==> config.mk <==
export PLATFORM = sky130hd
export DESIGN_NAME = tia_video
export DESIGN_NICKNAME = d
export VERILOG_FILES = /design/src/verilog/tia_pkg.sv /design/src/verilog/hline_if.sv /design/src/verilog/phase_clock_gen.sv /design/src/verilog/horiz_sync_gen.sv /design/src/verilog/tia_reg_file.sv /design/src/verilog/playfield_video.sv /design/src/verilog/tia_video.sv
export VERILOG_INCLUDE_DIRS = /design/src /design/src/verilog
export SDC_FILE = /design/constraint.sdc
export NUM_CORES = 1
export LEC_CHECK = 0
export ABC_AREA = 1
export BUFFER_PORTS_ARGS = -buffer_cell sky130_fd_sc_hd__buf_2
export CAP_MARGIN = 20
export CORE_MARGIN = 4
export CORE_UTILIZATION = 40
export DETAILED_ROUTE_END_ITERATION = 6
export GPL_ROUTABILITY_DRIVEN = 0
export MAX_ROUTING_LAYER = met4
export PLACE_DENSITY = 0.69
export SETUP_SLACK_MARGIN = 0.1
export SLEW_MARGIN = 15
export SYNTH_ARGS = -nofsm -noshare
export SYNTH_HDL_FRONTEND = slang
export SYNTH_SLANG_ARGS = --single-unit
==> constraint.sdc <==
create_clock -name clk -period 2.4 [get_ports clk]
set_clock_uncertainty 0.2 [all_clocks]
set_input_delay 0.36 -clock clk [delete_from_list [all_inputs] [get_ports clk]]
set_output_delay 0.36 -clock clk [all_outputs]
set_load 0.03 [all_outputs]
==> src/verilog/tia_params.svh <==
/*
 * tia video constants
 * bus widths, line geometry and horizontal lfsr decode codes
 */
`ifndef TIA_PARAMS_SVH
`define TIA_PARAMS_SVH

// cpu bus
`define TIA_DATA_W 8
`define TIA_ADDR_W 6

// line geometry, in color clocks
`define TIA_PF_BITS 20
`define TIA_HCNT_W 6
`define TIA_CC_PER_HCNT 4
`define TIA_CC_PER_LINE 228
`define TIA_HBLANK_CC 68
`define TIA_HSYNC_CC 16
`define TIA_LUMA_COLOR_W 7

// lfsr states, decoded one step ahead of the hp2 that acts on them
`define TIA_HC_END 6'b010100
`define TIA_HC_SHS 6'b111000
`define TIA_HC_RHS 6'b101111
`define TIA_HC_RHB 6'b011100
`define TIA_HC_CNT 6'b101100
`define TIA_HC_ERR 6'b111111

`endif

==> src/verilog/tia_pkg.sv <==
/*
 * shared tia video types
 * write register map, horizontal events, color and playfield formats
 */
`include "tia_params.svh"

package tia_pkg;

	// kept write addresses only
	typedef enum logic [`TIA_ADDR_W-1:0] {
		VSYNC  = 6'h00,
		VBLANK = 6'h01,
		WSYNC  = 6'h02,
		RSYNC  = 6'h03,
		COLUPF = 6'h08,
		COLUBK = 6'h09,
		CTRLPF = 6'h0A,
		PF0    = 6'h0D,
		PF1    = 6'h0E,
		PF2    = 6'h0F
	} write_reg_e;

	// horizontal lfsr events
	typedef enum logic [2:0] {
		H_NONE,
		H_END,
		H_SET_HSYNC,
		H_RST_HSYNC,
		H_RST_HBLANK,
		H_CENTER,
		H_ERR
	} hdecode_e;

	// register bits 7:1, hue on top
	typedef struct packed {
		logic [3:0] color;
		logic [2:0] luma;
	} lumcol_t;

	// bit i is the i-th playfield bit drawn on the left half
	typedef logic [`TIA_PF_BITS-1:0] pf_bits_t;

endpackage

==> src/verilog/hline_if.sv <==
/*
 * horizontal line bundle
 * phase strobes and line events from timing to pixel path
 */
`timescale 1ns/10ps

interface hline_if;

	// phase strobes, one clk each
	logic hp1;
	logic hp2;
	// line events, all pulses except hblank
	logic cnt;
	logic rhb;
	logic hblank;
	logic line_end;

	modport phase (output hp1, hp2);
	modport horiz (input hp1, hp2, output cnt, rhb, hblank, line_end);
	modport pixel (input hp2, cnt, rhb, hblank);
	modport regs (input line_end);

endinterface

==> src/verilog/phase_clock_gen.sv <==
/*
 * horizontal phase clock generator
 * hp1 and hp2 strobes from the color clock, realigned by rsync
 */
`timescale 1ns/10ps
`include "tia_params.svh"

module phase_clock_gen (
	input  logic clk,
	input  logic rst,
	input  logic ce,
	input  logic rsync,
	hline_if.phase line
);

	localparam int DIV_W = $clog2(`TIA_CC_PER_HCNT);
	localparam logic [DIV_W-1:0] HP2_PHASE = DIV_W'(`TIA_CC_PER_HCNT / 2);

	logic [DIV_W-1:0] div;
	logic realign_pend;
	logic realign;

	// rsync seen now or parked since the last ce
	assign realign = rsync | realign_pend;

	// realigning ce counts as phase 0
	assign line.hp1 = ce & (realign | (div == '0));
	assign line.hp2 = ce & ~realign & (div == HP2_PHASE);

	always_ff @(posedge clk) begin
		if (rst) begin
			div <= '0;
			realign_pend <= 1'b0;
		end else if (ce) begin
			// hp1 issued here, so carry on from phase 1
			div <= realign ? DIV_W'(1) : div + DIV_W'(1);
			realign_pend <= 1'b0;
		end else if (rsync) begin
			realign_pend <= 1'b1;
		end
	end

	// the two phases stay apart through realignment
	a_phase_excl: assert property (@(posedge clk) disable iff (rst)
		!(line.hp1 && line.hp2));

endmodule

==> src/verilog/horiz_sync_gen.sv <==
/*
 * horizontal sync counter
 * 6-bit lfsr stepped on hp2, decoded into sync, blank and center events
 */
`timescale 1ns/10ps
`include "tia_params.svh"

module horiz_sync_gen (
	input  logic clk,
	input  logic rst,
	input  logic rsync,
	hline_if.horiz line,
	output logic hsync
);

	logic [`TIA_HCNT_W-1:0] lfsr;
	tia_pkg::hdecode_e hdec;
	logic restart_q;
	logic rsync_pend;
	logic center;
	logic end_or_err;

	// lfsr state to event
	always_comb begin
		case (lfsr)
			`TIA_HC_END: hdec = tia_pkg::H_END;
			`TIA_HC_SHS: hdec = tia_pkg::H_SET_HSYNC;
			`TIA_HC_RHS: hdec = tia_pkg::H_RST_HSYNC;
			`TIA_HC_RHB: hdec = tia_pkg::H_RST_HBLANK;
			`TIA_HC_CNT: hdec = tia_pkg::H_CENTER;
			`TIA_HC_ERR: hdec = tia_pkg::H_ERR;
			default:     hdec = tia_pkg::H_NONE;
		endcase
	end

	assign end_or_err = (hdec == tia_pkg::H_END) || (hdec == tia_pkg::H_ERR);

	// pulses share the hp2 cycle that acts on them
	assign line.line_end = line.hp2 & restart_q;
	assign line.rhb = line.hp2 & ~restart_q & (hdec == tia_pkg::H_RST_HBLANK);
	assign line.cnt = line.hp2 & ~restart_q & (hdec == tia_pkg::H_CENTER);

	always_ff @(posedge clk) begin
		if (rst) begin
			lfsr <= '0;
			restart_q <= 1'b0;
			rsync_pend <= 1'b0;
			hsync <= 1'b0;
			line.hblank <= 1'b0;
			center <= 1'b0;
		end else begin
			// hold rsync until the realigned hp1
			if (rsync)
				rsync_pend <= 1'b1;

			// restart decided half a step ahead
			if (line.hp1) begin
				restart_q <= end_or_err | rsync | rsync_pend;
				rsync_pend <= 1'b0;
			end

			if (line.hp2) begin
				if (restart_q) begin
					lfsr <= '0;
					restart_q <= 1'b0;
					line.hblank <= 1'b1;
					hsync <= 1'b0;
					center <= 1'b0;
				end else begin
					// xnor feedback, locks up only at all ones
					lfsr <= {lfsr[1] ~^ lfsr[0], lfsr[`TIA_HCNT_W-1:1]};
					case (hdec)
						tia_pkg::H_SET_HSYNC:  hsync <= 1'b1;
						tia_pkg::H_RST_HSYNC:  hsync <= 1'b0;
						tia_pkg::H_RST_HBLANK: line.hblank <= 1'b0;
						tia_pkg::H_CENTER:     center <= 1'b1;
						default: ;
					endcase
				end
			end
		end
	end

	// lfsr never reaches the lock-up state from a clean start
	a_no_err: assert property (@(posedge clk) disable iff (rst)
		hdec != tia_pkg::H_ERR);

	// right half of the line is always visible
	a_center_vis: assert property (@(posedge clk) disable iff (rst)
		!(center && line.hblank));

endmodule

==> src/verilog/tia_reg_file.sv <==
/*
 * tia write registers
 * bus write decode, stored video registers, wsync and rsync strobes
 */
`timescale 1ns/10ps
`include "tia_params.svh"

module tia_reg_file (
	input  logic                   clk,
	input  logic                   rst,
	input  logic                   cs_n,
	input  logic                   rw_n,
	input  logic [`TIA_ADDR_W-1:0] addr,
	input  logic [`TIA_DATA_W-1:0] d_in,
	hline_if.regs                  line,
	output logic                   rsync,
	output logic                   rdy,
	output logic                   vsync,
	output logic                   vblank,
	output logic                   reflect,
	output tia_pkg::pf_bits_t      pf_bits,
	output tia_pkg::lumcol_t       colupf,
	output tia_pkg::lumcol_t       colubk
);

	tia_pkg::write_reg_e addr_e;
	logic wr;
	logic [3:0] pf0;
	logic [7:0] pf1;
	logic [7:0] pf2;

	assign addr_e = tia_pkg::write_reg_e'(addr);
	assign wr = ~cs_n & ~rw_n;

	always_ff @(posedge clk) begin
		if (rst) begin
			vsync <= 1'b0;
			vblank <= 1'b0;
			reflect <= 1'b0;
			pf0 <= '0;
			pf1 <= '0;
			pf2 <= '0;
			colupf <= '0;
			colubk <= '0;
		end else if (wr) begin
			case (addr_e)
				tia_pkg::VSYNC:  vsync <= d_in[1];
				tia_pkg::VBLANK: vblank <= d_in[1];
				tia_pkg::CTRLPF: reflect <= d_in[0];
				// pf0 keeps only its top nibble
				tia_pkg::PF0:    pf0 <= d_in[7:4];
				tia_pkg::PF1:    pf1 <= d_in;
				tia_pkg::PF2:    pf2 <= d_in;
				tia_pkg::COLUPF: colupf <= d_in[`TIA_DATA_W-1 -: `TIA_LUMA_COLOR_W];
				tia_pkg::COLUBK: colubk <= d_in[`TIA_DATA_W-1 -: `TIA_LUMA_COLOR_W];
				default: ;
			endcase
		end
	end

	//////////////////////////////////////////////////
	// strobes
	//////////////////////////////////////////////////

	always_ff @(posedge clk) begin
		if (rst) begin
			rsync <= 1'b0;
			rdy <= 1'b1;
		end else begin
			rsync <= wr && (addr_e == tia_pkg::RSYNC);
			// a fresh wsync outranks the line end
			if (wr && (addr_e == tia_pkg::WSYNC))
				rdy <= 1'b0;
			else if (line.line_end)
				rdy <= 1'b1;
		end
	end

	// draw order: pf0 4..7, pf1 7..0, pf2 0..7
	always_comb begin
		for (int i = 0; i < 4; i++)
			pf_bits[i] = pf0[i];
		for (int i = 0; i < 8; i++) begin
			pf_bits[4 + i] = pf1[7 - i];
			pf_bits[12 + i] = pf2[i];
		end
	end

	// cpu is halted from the cycle after a wsync write
	a_wsync_halt: assert property (@(posedge clk) disable iff (rst)
		(wr && addr_e == tia_pkg::WSYNC) |=> !rdy);

endmodule

==> src/verilog/playfield_video.sv <==
/*
 * playfield serializer and color select
 * 20 bits per half line, right half repeated or mirrored
 */
`timescale 1ns/10ps
`include "tia_params.svh"

module playfield_video (
	input  logic              clk,
	input  logic              rst,
	hline_if.pixel            line,
	input  logic              vblank,
	input  logic              reflect,
	input  tia_pkg::pf_bits_t pf_bits,
	input  tia_pkg::lumcol_t  colupf,
	input  tia_pkg::lumcol_t  colubk,
	output logic [3:0]        col,
	output logic [2:0]        lum
);

	localparam logic [4:0] PF_LAST = 5'(`TIA_PF_BITS - 1);

	logic [4:0] pf_idx;
	logic dir;
	logic pf_on;

	// index moves on hp2, each bit lasts one lfsr step
	always_ff @(posedge clk) begin
		if (rst) begin
			pf_idx <= '0;
			dir <= 1'b0;
		end else if (line.hp2) begin
			if (line.rhb) begin
				pf_idx <= '0;
				dir <= 1'b0;
			end else if (line.cnt) begin
				// mirror holds the last bit and walks back
				if (reflect)
					dir <= 1'b1;
				else
					pf_idx <= '0;
			end else if (dir) begin
				if (pf_idx != '0)
					pf_idx <= pf_idx - 5'd1;
			end else if (pf_idx != PF_LAST) begin
				pf_idx <= pf_idx + 5'd1;
			end
		end
	end

	assign pf_on = pf_bits[pf_idx];

	// blanked in either direction
	always_comb begin
		if (line.hblank | vblank) begin
			col = '0;
			lum = '0;
		end else if (pf_on) begin
			col = colupf.color;
			lum = colupf.luma;
		end else begin
			col = colubk.color;
			lum = colubk.luma;
		end
	end

endmodule

==> src/verilog/tia_video.sv <==
/*
 * tia video core
 * register port, horizontal timing and playfield output
 */
`timescale 1ns/10ps
`include "tia_params.svh"

module tia_video (
	input  logic                   clk,
	input  logic                   rst,
	input  logic                   ce,
	input  logic                   cs_n,
	input  logic                   rw_n,
	input  logic [`TIA_ADDR_W-1:0] addr,
	input  logic [`TIA_DATA_W-1:0] d_in,
	output logic                   rdy,
	output logic [3:0]             col,
	output logic [2:0]             lum,
	output logic                   hsync,
	output logic                   hblank,
	output logic                   vsync,
	output logic                   vblank,
	output logic                   sync_n,
	output logic                   blk_n
);

	hline_if line ();

	logic rsync;
	logic reflect;
	tia_pkg::pf_bits_t pf_bits;
	tia_pkg::lumcol_t colupf;
	tia_pkg::lumcol_t colubk;

	//////////////////////////////////////////////////
	// timing
	//////////////////////////////////////////////////

	phase_clock_gen phase_gen (
		.clk   (clk),
		.rst   (rst),
		.ce    (ce),
		.rsync (rsync),
		.line  (line.phase)
	);

	horiz_sync_gen horiz_gen (
		.clk   (clk),
		.rst   (rst),
		.rsync (rsync),
		.line  (line.horiz),
		.hsync (hsync)
	);

	//////////////////////////////////////////////////
	// registers and pixels
	//////////////////////////////////////////////////

	tia_reg_file regs (
		.clk     (clk),
		.rst     (rst),
		.cs_n    (cs_n),
		.rw_n    (rw_n),
		.addr    (addr),
		.d_in    (d_in),
		.line    (line.regs),
		.rsync   (rsync),
		.rdy     (rdy),
		.vsync   (vsync),
		.vblank  (vblank),
		.reflect (reflect),
		.pf_bits (pf_bits),
		.colupf  (colupf),
		.colubk  (colubk)
	);

	playfield_video pixels (
		.clk     (clk),
		.rst     (rst),
		.line    (line.pixel),
		.vblank  (vblank),
		.reflect (reflect),
		.pf_bits (pf_bits),
		.colupf  (colupf),
		.colubk  (colubk),
		.col     (col),
		.lum     (lum)
	);

	assign hblank = line.hblank;

	// composite, active low
	assign sync_n = ~(hsync | vsync);
	assign blk_n = ~(line.hblank | vblank);

endmodule

---- Word-level counts from Yosys, hierarchy flattened ----
Index checks and enable logic that the tools add are counted.
cells by class
  mux-type cells .......................... 27
  reduce and logical (&&, ||, !) cells .... 26
  eq/ne operators ......................... 25
  $mul .................................... 0
  shifts and indexed selects .............. 0
  bitwise gates (word level) .............. 21
  add/sub/neg operators ................... 3
  order comparisons ....................... 1
  div/mod/pow operators ................... 0
operator list
  operator                                                     number
  == test 6 x 4 -> 1 bit (second input constant)               6
  two-way mux 5 bit                                            6
  == test 6 bit (second input constant)                        4
  AND reduction 2 bit                                          10
  case mux 3 bit (6 select lines)                              1
  == test 6 x 2 -> 1 bit (second input constant)               2
  == test 6 x 5 -> 1 bit (second input constant)               2
  two-way mux 1 bit                                            12
  == test 3 bit (second input constant)                        3
  bitwise AND 1 bit                                            8
  two-way mux 4 bit                                            2
  nonzero test 2 bit                                           4
  == test 3 x 2 -> 1 bit (second input constant)               2
  == test 6 x 1 -> 1 bit (second input constant)               1
  zero test 6 bit                                              1
  less-than comparator 5 x 6 -> 1 bit (second input constant)  1
  two-way mux 3 bit                                            2
  two-way mux 6 bit                                            1
  NOT 1 bit                                                    6
  bitwise OR 1 bit                                             6
  adder 5 x 1 -> 5 bit (second input constant)                 1
  binary-select mux 1 bit (select 5 bit)                       1
  != test 5 bit (second input constant)                        1
  nonzero test 5 bit                                           1
  17 further kinds                                             19
word-level totals
  ROM bits ................................ 0
  bits in registers ....................... 58
  output and inout port bits .............. 14
  bits in latches ......................... 0
  RAM bits ................................ 0
  logic and storage cells ................. 124
  memories kept ........................... 0

---- Logic depth before layout (Yosys ltp) ----
Gate-level depths: netlist of the first run.
  depth in word-level cells ............... 9
  gate-level depth with buffers ........... 12
  gate-level depth less buffers ........... 12

---- Cells and area by module ----
From an unflattened synthesis of the first run, not the netlist that was laid out.
second synthesis, totals
  cell total of the unflattened synthesis .. 523
  area, all modules ....................... 3338.2 sq um
by module, submodules not included
  module           area an instance (sq um)  instances  cells each  seq. area each (sq um)
  tia_reg_file     1706.6                    1          248         780.7
  playfield_video  885.8                     1          164         120.1
  horiz_sync_gen   563.0                     1          86          200.2
  phase_clock_gen  175.2                     1          23          60.1
  tia_video        7.5                       1          2           0.0

---- Worst setup path after synthesis of the first run ----
OpenSTA, ideal clock, no wires.
  kind .................................... reg2out
  start point ............................. reg pixels.pf_idx[0]
  end point ............................... out col[0]
  arrival ................................. 1.672 ns
  buffers on the path ..................... 2
  stages on the path, launching flop included .. 11
  path slack .............................. 0.168 ns
  cells stage by stage .................... dfxtp_1 > buf_4 > nand2_2 > a21oi_2 > nor2_1 > nand2_1 > nand3_2 > buf_6 > nand3_2 > nand2_1 > nor2_1
on the way
  cells in the longest elaborated chain, start to end .. 4
ends and longest elaborated chain
  element                                  RTL line               source
  start, declared                          playfield_video.sv:23  logic [4:0] pf_idx;
  start signal, assigned                   playfield_video.sv:44  pf_idx <= pf_idx - 5'd1;
  start signal, assigned                   playfield_video.sv:46  pf_idx <= pf_idx + 5'd1;
  binary-select mux 1 bit (select 5 bit)   playfield_video.sv:51  assign pf_on = pf_bits[pf_idx];
  two-way mux 1 bit (implied by the code)  playfield_video.sv:51
  two-way mux 4 bit                        playfield_video.sv:58  end else if (pf_on) begin
  two-way mux 4 bit                        playfield_video.sv:55  if (line.hblank | vblank) begin
  end, declared                            tia_video.sv:17        output logic [3:0] col,
Every way passes these cells. The select of a mux whose other input is x is not followed.

---- Worst setup path after layout of the first run ----
  start point ............................. reg pixels.pf_idx[0]
  end point ............................... out lum[1]
on the way
  cells in the longest elaborated chain, start to end .. 4
ends and longest elaborated chain
  element                                  RTL line               source
  binary-select mux 1 bit (select 5 bit)   playfield_video.sv:51
  two-way mux 1 bit (implied by the code)  playfield_video.sv:51
  two-way mux 3 bit                        playfield_video.sv:58
  two-way mux 3 bit                        playfield_video.sv:55
  end, declared                            tia_video.sv:18        output logic [2:0] lum,
Every way passes these cells. The select of a mux whose other input is x is not followed.

==> flow_summary.toml, run 1 <==
[run_status]
outcome = "finished clean"

[power_and_ir_drop]
ir_drop_v = 0.0002419
p_leak_nw = 1.667
powerDensity_mw_per_mm2 = 580.4

[die]
rows = 31
die_h_um = 94.36
dieArea_mm2 = 0.008903
start_util = 0.4112
ios = 33
die_w_um = 94.36
core_area_mm2 = 0.007253

[logic_synthesis]
synth-seq-cells = 58
syn-cell-area_mm2 = 0.002983
synthTopCellsByCount = "nand2_1 (77), inv_1 (65), nor2_1 (61)"
syn_area_per_cell_um2 = 6.779
yosysMostFrequentCell = "nand2_1"
async_reset_ff_frac = 0
synth_top_cell_by_area = "dfxtp_1"
synthTopCellsByArea = "dfxtp_1 (39%), nand2_1 (9.7%), inv_1 (8.2%), a21oi_1 (7.9%), nor2_1 (7.7%)"
syn_nets = 467
ys_types = 33
yosysTopAreaCellShare = 0.3893
ys_warn_count = 0
synth-seq-area-share = 0.3893
synth_edf_count = 0
netlist_instances = 440
synthFlopType = "dfxtp_1"

[clock_network]
cts_root_buf = "clkbuf_8"
cts_tree = "done"
cts_buffer_depth = 2
clkLatencyLatePin_ns = 0.34
h-tree-depth = 3
holdBufCountCts = 0
cts.sinks = 58
cts_buffers = 9
cts.clk_slew.worst_paths_ns = 0.07

[cells_and_area]
diodes = 0
layout-drive-gt1-share = 0.2136
area_growth_pct = 22.23
fin_nets = 509
final_area_mm2 = 0.003646
final_cell_count_no_fill = 586

[place]
placed_cells = 567
place_ws_ns = 0.2107
port_buffers = 32
placed_area_mm2 = 0.003278
dp.final_hpwl_mm = 5.318

[sta]
grt_setup_unrepaired = "yes"
slew_headroom = 0.6692
drv_slew = 0
setup_viol = 0
tightestPinTransition_ns = 0.4956
min_period_ns = 2.374
finalWorstSetupSlack_ns = 0.02624
fin_crit_sh = 0.9891
fin_setup_tns_ns = 0
fmax_ghz = 0.4213
hold_violations = 0

[global_route]
grt_usage = 0.1897
grt_pass1_wl_mm = 12.84
grt_max_degree = 33
antenna_found_initial = 0
grt-ovfl-total = 0
grt_pass1_vias = 2711

[setup_path]
cp-start-kind = "flip-flop"
worst_setup_path_end_kind = "primary output"
setup.worst_path.class = "reg2out"
crit_path_start = "pixels.pf_idx[0]"
r2r-start = "pixels.pf_idx[0]"
path_max_fanout = 7
arrival_ns = 1.81
worstPathRequired_ns = 1.84

[detailed_routing]
detail-route-antenna-nets = 0
drc = 0
first_pass_iters = 6
vias = 2945
totalWireLength_mm = 7.483
wl_per_cell_um = 12.77
avgViaCountPerCell = 5.026
drt_iter0_markers = 206

[min_path]
hp-class = "in2reg"
min_from = "ce"

[run]
max_cap_violations = 0
worst max-delay path, stage by stage (launching register included):
cell and delay [ns]:
dfxtp_4 0.37, buf_6 0.14, nand2_2 0.06, nand3_2 0.06
nand2_1 0.05, nand2_1 0.05, nand2_2 0.13, nand3_4 0.15
nand3_2 0.10, nand2_1 0.06, nor2_1 0.11, buf_4 0.17
where the power goes:
| group | switching (mW) | internal [mW] | leakage [nW] |
|---|---|---|---|
| sequential | 0.0114 | 0.972 | 0.470 |
| clock | 0.414 | 0.476 | 0.0990 |
| combinational | 0.156 | 0.0870 | 1.10 |
cells in the final DEF (no fill, tap or decap), drive strengths merged:
cell and instances:
nand2 81, fa 1, or2 2, nor3 5
nand3b 1, dfxtp 58, inv 67, o21ai 45
ha 7, nor4 1, bufinv 1, clkbuf 9
clkinvlp 1, nand3 31, buf 43, nand4 9
o32ai 1, a211oi 1, a21oi 48, clkinv 6
xor2 2, a31oi 1, nor2 65, a41oi 1
stage by stage:
stage	util	total power, mW	hold WS [ns]
finish	0.5027	2.116	0.05138
global route	0.5027	2.217	0.05850
CTS	0.4989	2.128	0.03713
detailed placement	0.4520	1.217	0.2415
global placement	0.4520	1.212	0.2371
floorplan	-	1.146	0.2237
what timing repair did:
| item | in CTS | in global routing |
|---|---|---|
| setup endpoints to repair | 7 | 7 |
| resized for setup | 36 | 9 |
| cloned | 1 | 0 |
| buffers inserted | 2 | 0 |
| pin swaps | 17 | 8 |
cell families (layout without fill, tap and decap cells):
group           after synthesis  after routing  synth area share
compound gates               97             97            0.1678
fa+ha+maj                     8              8           0.03607
flops                        58             58            0.3893
xor+xnor                      2              2          0.005874
buf+inv                      81            127            0.1086
simple gates                194            195            0.2924
final cells by class:
type	count	area [um^2]
clock inverters	7	70.07
repair buffers	43	284.0
flip-flops and latches	58	1172
inverters	68	260.3
multi-input cells	302	1612
clock buffers	9	123.9
fillers	716	3607
well taps	99	123.9
registers in the layout, indices dropped and copies added, names as in the netlist:
| register | flops |
|---|---|
| regs.rdy | 1 |
| regs.pf2 | 8 |
| horiz_gen.lfsr | 6 |
| regs.rsync | 1 |
| regs.reflect | 1 |
| horiz_gen.rsync_pend | 1 |
| phase_gen.realign_pend | 1 |
| horiz_gen.hsync | 1 |
| horiz_gen.line.hblank | 1 |
| regs.vblank | 1 |
| horiz_gen.restart_q | 1 |
| regs.colupf | 7 |
| regs.pf0 | 4 |
| regs.pf1 | 8 |
| phase_gen.div | 2 |
| pixels.pf_idx | 5 |
| regs.colubk | 7 |
| pixels.dir | 1 |
| regs.vsync | 1 |
worst paths after layout:
kind | slack, ns | endpoint | cells past startpoint
hold reg to reg | 0.25 | regs.pf0[0] | 2
setup / recovery | 0.03 | lum[1] | 11
hold / removal | 0.05 | phase_gen.realign_pend | 2
setup reg to reg | 0.37 | pixels.pf_idx[4] | 13
per-layer routing:
layer  wire length, um  up-vias  GRT usage
met5                 0        -          -
met4               167        0    0.07822
met3               535       14    0.04462
met2              3445       82     0.2819
met1              3334     1344     0.2482
li1                  -     1505          -
No activity file was read; power rests on OpenSTA's default activity.
==> run 2: changes to the inputs <==
--- a/config.mk
+++ b/config.mk
@@ -9,12 +9,14 @@
 export ABC_AREA = 1
 export BUFFER_PORTS_ARGS = -buffer_cell sky130_fd_sc_hd__buf_2
 export CAP_MARGIN = 20
+export CELL_PAD_IN_SITES_DETAIL_PLACEMENT = 0
+export CELL_PAD_IN_SITES_GLOBAL_PLACEMENT = 2
 export CORE_MARGIN = 4
-export CORE_UTILIZATION = 40
+export CORE_UTILIZATION = 32
 export DETAILED_ROUTE_END_ITERATION = 6
 export GPL_ROUTABILITY_DRIVEN = 0
 export MAX_ROUTING_LAYER = met4
-export PLACE_DENSITY = 0.69
+export PLACE_DENSITY = 0.89
 export SETUP_SLACK_MARGIN = 0.1
 export SLEW_MARGIN = 15
 export SYNTH_ARGS = -nofsm -noshare
==> flow_summary.toml, run 2 (synthesis gave the netlist of run 1 again) <==
[run_status]
outcome = "finished clean"

[cells_and_area]
area_growth_pct = 21.06
diodes = 0
layout_commonest_cell = "nand2_1"
final_area_mm2 = 0.003611
layout-drive-gt1-share = 0.2066
top_regs = "regs.pf1 (8), regs.pf2 (8)"
most-common-layout-cells = "nand2_1 (69), inv_1 (65), nor2_1 (57), dfxtp_1 (54), a21oi_1 (46)"
n_fill_cell = 949
fin_nets = 506

[setup_path]
path_max_fanout = 7
worstPathRequired_ns = 1.84
cp-start-kind = "flip-flop"
r2r_cells = 13
setup.worst_path.class = "reg2out"
arrival_ns = 1.81
worst_setup_path_end_kind = "primary output"

[detailed_routing]
detail-route-antenna-nets = 0
drc = 0
avgViaCountPerCell = 4.873
vias = 2885
wl_per_cell_um = 12.82
totalWireLength_mm = 7.591
drt_iter0_markers = 87
first_pass_iters = 4

[sta]
fin_crit_sh = 0.9858
tightestPinTransition_ns = 0.4814
fmax_ghz = 0.4226
hold_violations = 0
slew_headroom = 0.6787
grt_setup_unrepaired = "yes"
min_period_ns = 2.366
drv_slew = 0
setup_viol = 0

[run]
max_cap_violations = 0

[power_and_ir_drop]
power.total_mw = 1.993
powerDensity_mw_per_mm2 = 551.9
p_leak_nw = 1.644
ir_drop_v = 0.0002154

[clock_network]
clkLatencyLatePin_ns = 0.33
cts_tree = "done"
holdBufCountCts = 0
cts_root_buf = "clkbuf_8"
cts.clk_slew.worst_paths_ns = 0.07
h-tree-depth = 3
cts_buffer_depth = 2
cts_buffers = 9
cts.sinks = 58

[global_route]
grt_max_degree = 33
grt_pass1_wl_mm = 13.26
grt_usage = 0.1514
grt_pass1_vias = 2778
grt-ovfl-total = 0
antenna_found_initial = 0

[die]
start_util = 0.3355
ios = 33
core_area_mm2 = 0.008891
die_h_um = 104.5
rows = 34
dieArea_mm2 = 0.01093
die_w_um = 104.5

[place]
dp.final_hpwl_mm = 5.389
port_buffers = 32
placed_area_mm2 = 0.003259

[min_path]
hp-class = "in2reg"
min_path_cells = 2
[run 2: changes by cell type in the layout (fill, tap and decap cells not counted), moves of 2 or more]
cell | before | now
buf_4 | 14 | 9
buf_6 | 3 | 5
clkbuf_1 | 0 | 2
nand2_1 | 67 | 69
nand2_2 | 13 | 11
[run 2: area by class of cell]
type / count / area [um^2] / area share
clock buffers: 11 / 131.4 / 0.03638
clock inverters: 5 / 31.28 / 0.008663
inverters: 68 / 257.7 / 0.07138
multi-input cells: 302 / 1613 / 0.4466
flip-flops and latches: 58 / 1174 / 0.3250
well taps: 108 / 135.1 / 0.03742
repair buffers: 40 / 269.0 / 0.07450
[run 2: path summary, 6_finish.rpt]
check                                end  slack, ns        startpoint
setup / recovery                  lum[2]       0.03  pixels.pf_idx[0]
hold / removal    phase_gen.realign_pend       0.05                ce
setup reg to reg        pixels.pf_idx[4]       0.39  pixels.pf_idx[0]
hold reg to reg              regs.pf2[7]       0.25       regs.pf2[7]
[run 2: worst max-delay path, stage by stage (launching register included)]
cell and delay [ns]:
dfxtp_4 0.38, buf_6 0.13, nand2_1 0.06, nand3_1 0.07, nand2_1 0.05, nor2_1 0.13
nand2_2 0.12, nand3_4 0.17, nand3_1 0.09, nand2_1 0.07, nor2_1 0.04, buf_4 0.16
[run 2: timing repair]
item                       in CTS  in global routing
setup endpoints to repair       7                  7
gates resized for setup        28                 20
pin swaps                       7                 17
buffers inserted                1                  1
cloned                          2                  0
[run 2: per-stage QoR]
| stage | hold WS, ns | std cells | utilization | setup TNS, ns | setup slack (ns) |
|---|---|---|---|---|---|
| after floorplan | 0.2237 | 440 | - | 0 | 0.1680 |
| after global placement | 0.2375 | 572 | 0.3666 | 0 | 0.2277 |
| after detailed placement | 0.2455 | 572 | 0.3666 | 0 | 0.1722 |
| after CTS | 0.03684 | 591 | 0.3974 | 0 | 0.02634 |
| after global routing | 0.04579 | 592 | 0.4061 | -0.5221 | -0.09733 |
| final | 0.05033 | 592 | 0.4061 | 0 | 0.03397 |
[run 2: routing by layer]
| metal | routed length (um) | vias to the layer above | track usage |
|---|---|---|---|
| met4 | 118 | 0 | 0.05983 |
| met2 | 3309 | 40 | 0.2196 |
| li1 | - | 1499 | - |
| met3 | 216 | 11 | 0.02466 |
| met1 | 3948 | 1335 | 0.2100 |
| met5 | 0 | - | - |
[run 2: report_power, final]
group          internal, mW  switching [mW]
clock network         0.371           0.398
logic                0.0874           0.152
registers             0.972          0.0116
total                  1.43           0.562
==> run 3: changes to the inputs <==
--- a/config.mk
+++ b/config.mk
@@ -15,6 +15,7 @@
 export CORE_UTILIZATION = 32
 export DETAILED_ROUTE_END_ITERATION = 6
 export GPL_ROUTABILITY_DRIVEN = 0
+export GPL_TIMING_DRIVEN = 0
 export MAX_ROUTING_LAYER = met4
 export PLACE_DENSITY = 0.89
 export SETUP_SLACK_MARGIN = 0.1
==> flow_summary.toml, run 3 (synthesis gave the netlist of run 1 again) <==
[run_status]
outcome = "finished with violations"
violations = "setup timing"

[sta]
fin_crit_sh = 1.023
finalWorstSetupSlack_ns = -0.05545
min_period_ns = 2.455
setup_viol = 7
hold_violations = 0
slew_headroom = 0.6664
tightestPinTransition_ns = 0.4986
grt_setup_unrepaired = "yes"
fmax_ghz = 0.4073
hold_slack_ns = 0.04994
drv_slew = 0

[global_route]
busiest_layer = "met2"
grtUsageMet3 = 0.04069
use_met1 = 0.2100
grt_pass1_vias = 2667
global_route.usage.met2 = 0.2311
grt-ovfl-total = 0
antenna_found_initial = 0
grt_usage = 0.1546
grt_max_degree = 12
grt_pass1_wl_mm = 13.19

[setup_path]
setup.worst_path.class = "reg2out"
worstPathRequired_ns = 1.84
cp-start-kind = "flip-flop"
path_max_fanout = 10
cp_slowest_cell = "dfxtp_4"
slowest_delay_ns = 0.37
worst_setup_path_end_kind = "primary output"
arrival_ns = 1.90
cp_cell_sequence = "inv_4, buf_8, nand2_1, nand3_1, nand2_1, nor2_1, nand2_2, nand3_4, buf_8, a21oi_1, nor2_1, buf_4"

[clock_network]
cts_buffer_depth = 2
cts_root_buf = "clkbuf_8"
cts.sinks = 58
cts_buffers = 9
cts.clk_slew.worst_paths_ns = 0.07
clkLatencyLatePin_ns = 0.34
cts_tree = "done"
h-tree-depth = 3
holdBufCountCts = 0

[place]
place_ws_ns = -0.07086
dp.final_hpwl_mm = 5.768
port_buffers = 31

[detailed_routing]
vias = 2847
detail-route-antenna-nets = 0
drt_iter0_markers = 85
totalWireLength_mm = 7.803
avgViaCountPerCell = 4.737
wl_per_cell_um = 12.98
drc = 0
first_pass_iters = 6

[cells_and_area]
area_growth_pct = 21.73
n_fill_cell = 947
layout-drive-gt1-share = 0.1907
most-common-layout-cells = "nand2_1 (73), inv_1 (65), nor2_1 (57), dfxtp_1 (54), a21oi_1 (47)"
diodes = 0
multi_input_area_mm2 = 0.001570
fin_nets = 515
ff_latch_area_mm2 = 0.001169
layout_commonest_cell = "nand2_1"
final_util = 0.4084
top_regs = "regs.pf1 (8), regs.pf2 (8)"

[die]
start_util = 0.3355
ios = 33
rows = 34
dieArea_mm2 = 0.01093
die_w_um = 104.5
core_area_mm2 = 0.008891
die_h_um = 104.5

[power_and_ir_drop]
powerDensity_mw_per_mm2 = 554.7
p_leak_nw = 1.659
power.total_mw = 2.014
ir_drop_v = 0.0002831

[min_path]
hp-class = "in2reg"

[run]
max_cap_violations = 0
==> run 3: cell types whose count changed in the layout (fill, tap and decap cells not counted), moves of 2 or more <==
| cell | delta |
|---|---|
| buf_8 | +2 |
| clkbuf_1 | +7 |
| clkinvlp_4 | +2 |
| dfxtp_2 | +2 |
| dfxtp_4 | -2 |
| nand2_1 | +4 |
| nand2_2 | -6 |
| nand2_4 | +2 |
| nand3_1 | +2 |
| nand3_4 | -2 |
==> run 3: power by group <==
part | switching, mW | internal, mW | total, mW | leakage (nW)
sequential | 0.0115 | 0.973 | 0.985 | 0.470
combinational | 0.153 | 0.0922 | 0.246 | 1.11
clock | 0.414 | 0.369 | 0.784 | 0.0810
total | 0.579 | 1.43 | 2.01 | 1.66
==> run 3: routing by layer <==
layer | wire (um) | part of all wire
met1 | 3958 | 0.51
met2 | 3428 | 0.44
met3 | 347 | 0.044
met4 | 68 | 0.0087
met5 | 0 | 0
==> run 3: per-stage QoR <==
step / instance area, um^2 / TNS [ns] / std cells
global placement: 3273 / -0.2706 / 579
floorplan: 2983 / 0 / 440
detailed placement: 3273 / -0.1668 / 579
CTS: 3525 / -0.4355 / 600
global route: 3631 / -1.314 / 601
finish: 3631 / -0.2461 / 601
==> run 3: timing repair <==
action	CTS	global route
pin swaps	2	6
cloned	0	1
hold endpoints to repair	0	0
setup endpoints to repair	7	7
buffers inserted	5	0
gates resized for setup	15	24
==> run 3: area by class of cell <==
class / instances / area share
Buffer: 13 / 0.02274
Sequential cell: 58 / 0.3218
Tap cell: 108 / 0.03722
Clock inverter: 7 / 0.01275
Timing Repair Buffer: 37 / 0.06788
Inverter: 68 / 0.07099
Multi-Input combinational cell: 301 / 0.4325
Clock buffer: 9 / 0.03411
==> run 3: final timing paths <==
check / to / start / cells past startpoint / slack, ns
min reg2reg: regs.pf2[7] / regs.pf2[7] / 2 / 0.25
min: phase_gen.realign_pend / ce / 2 / 0.05
max reg2reg: pixels.pf_idx[0] / horiz_gen.lfsr[1] / 11 / 0.47
max: col[0] / pixels.pf_idx[0] / 12 / -0.06
==> run 3: critical path, delay by kind of cell, from the launching register on <==
family / cells / cell delay, ns
flops: 1 / 0.37
simple gates: 7 / 0.59
compound gates: 1 / 0.07
buf+inv: 4 / 0.53
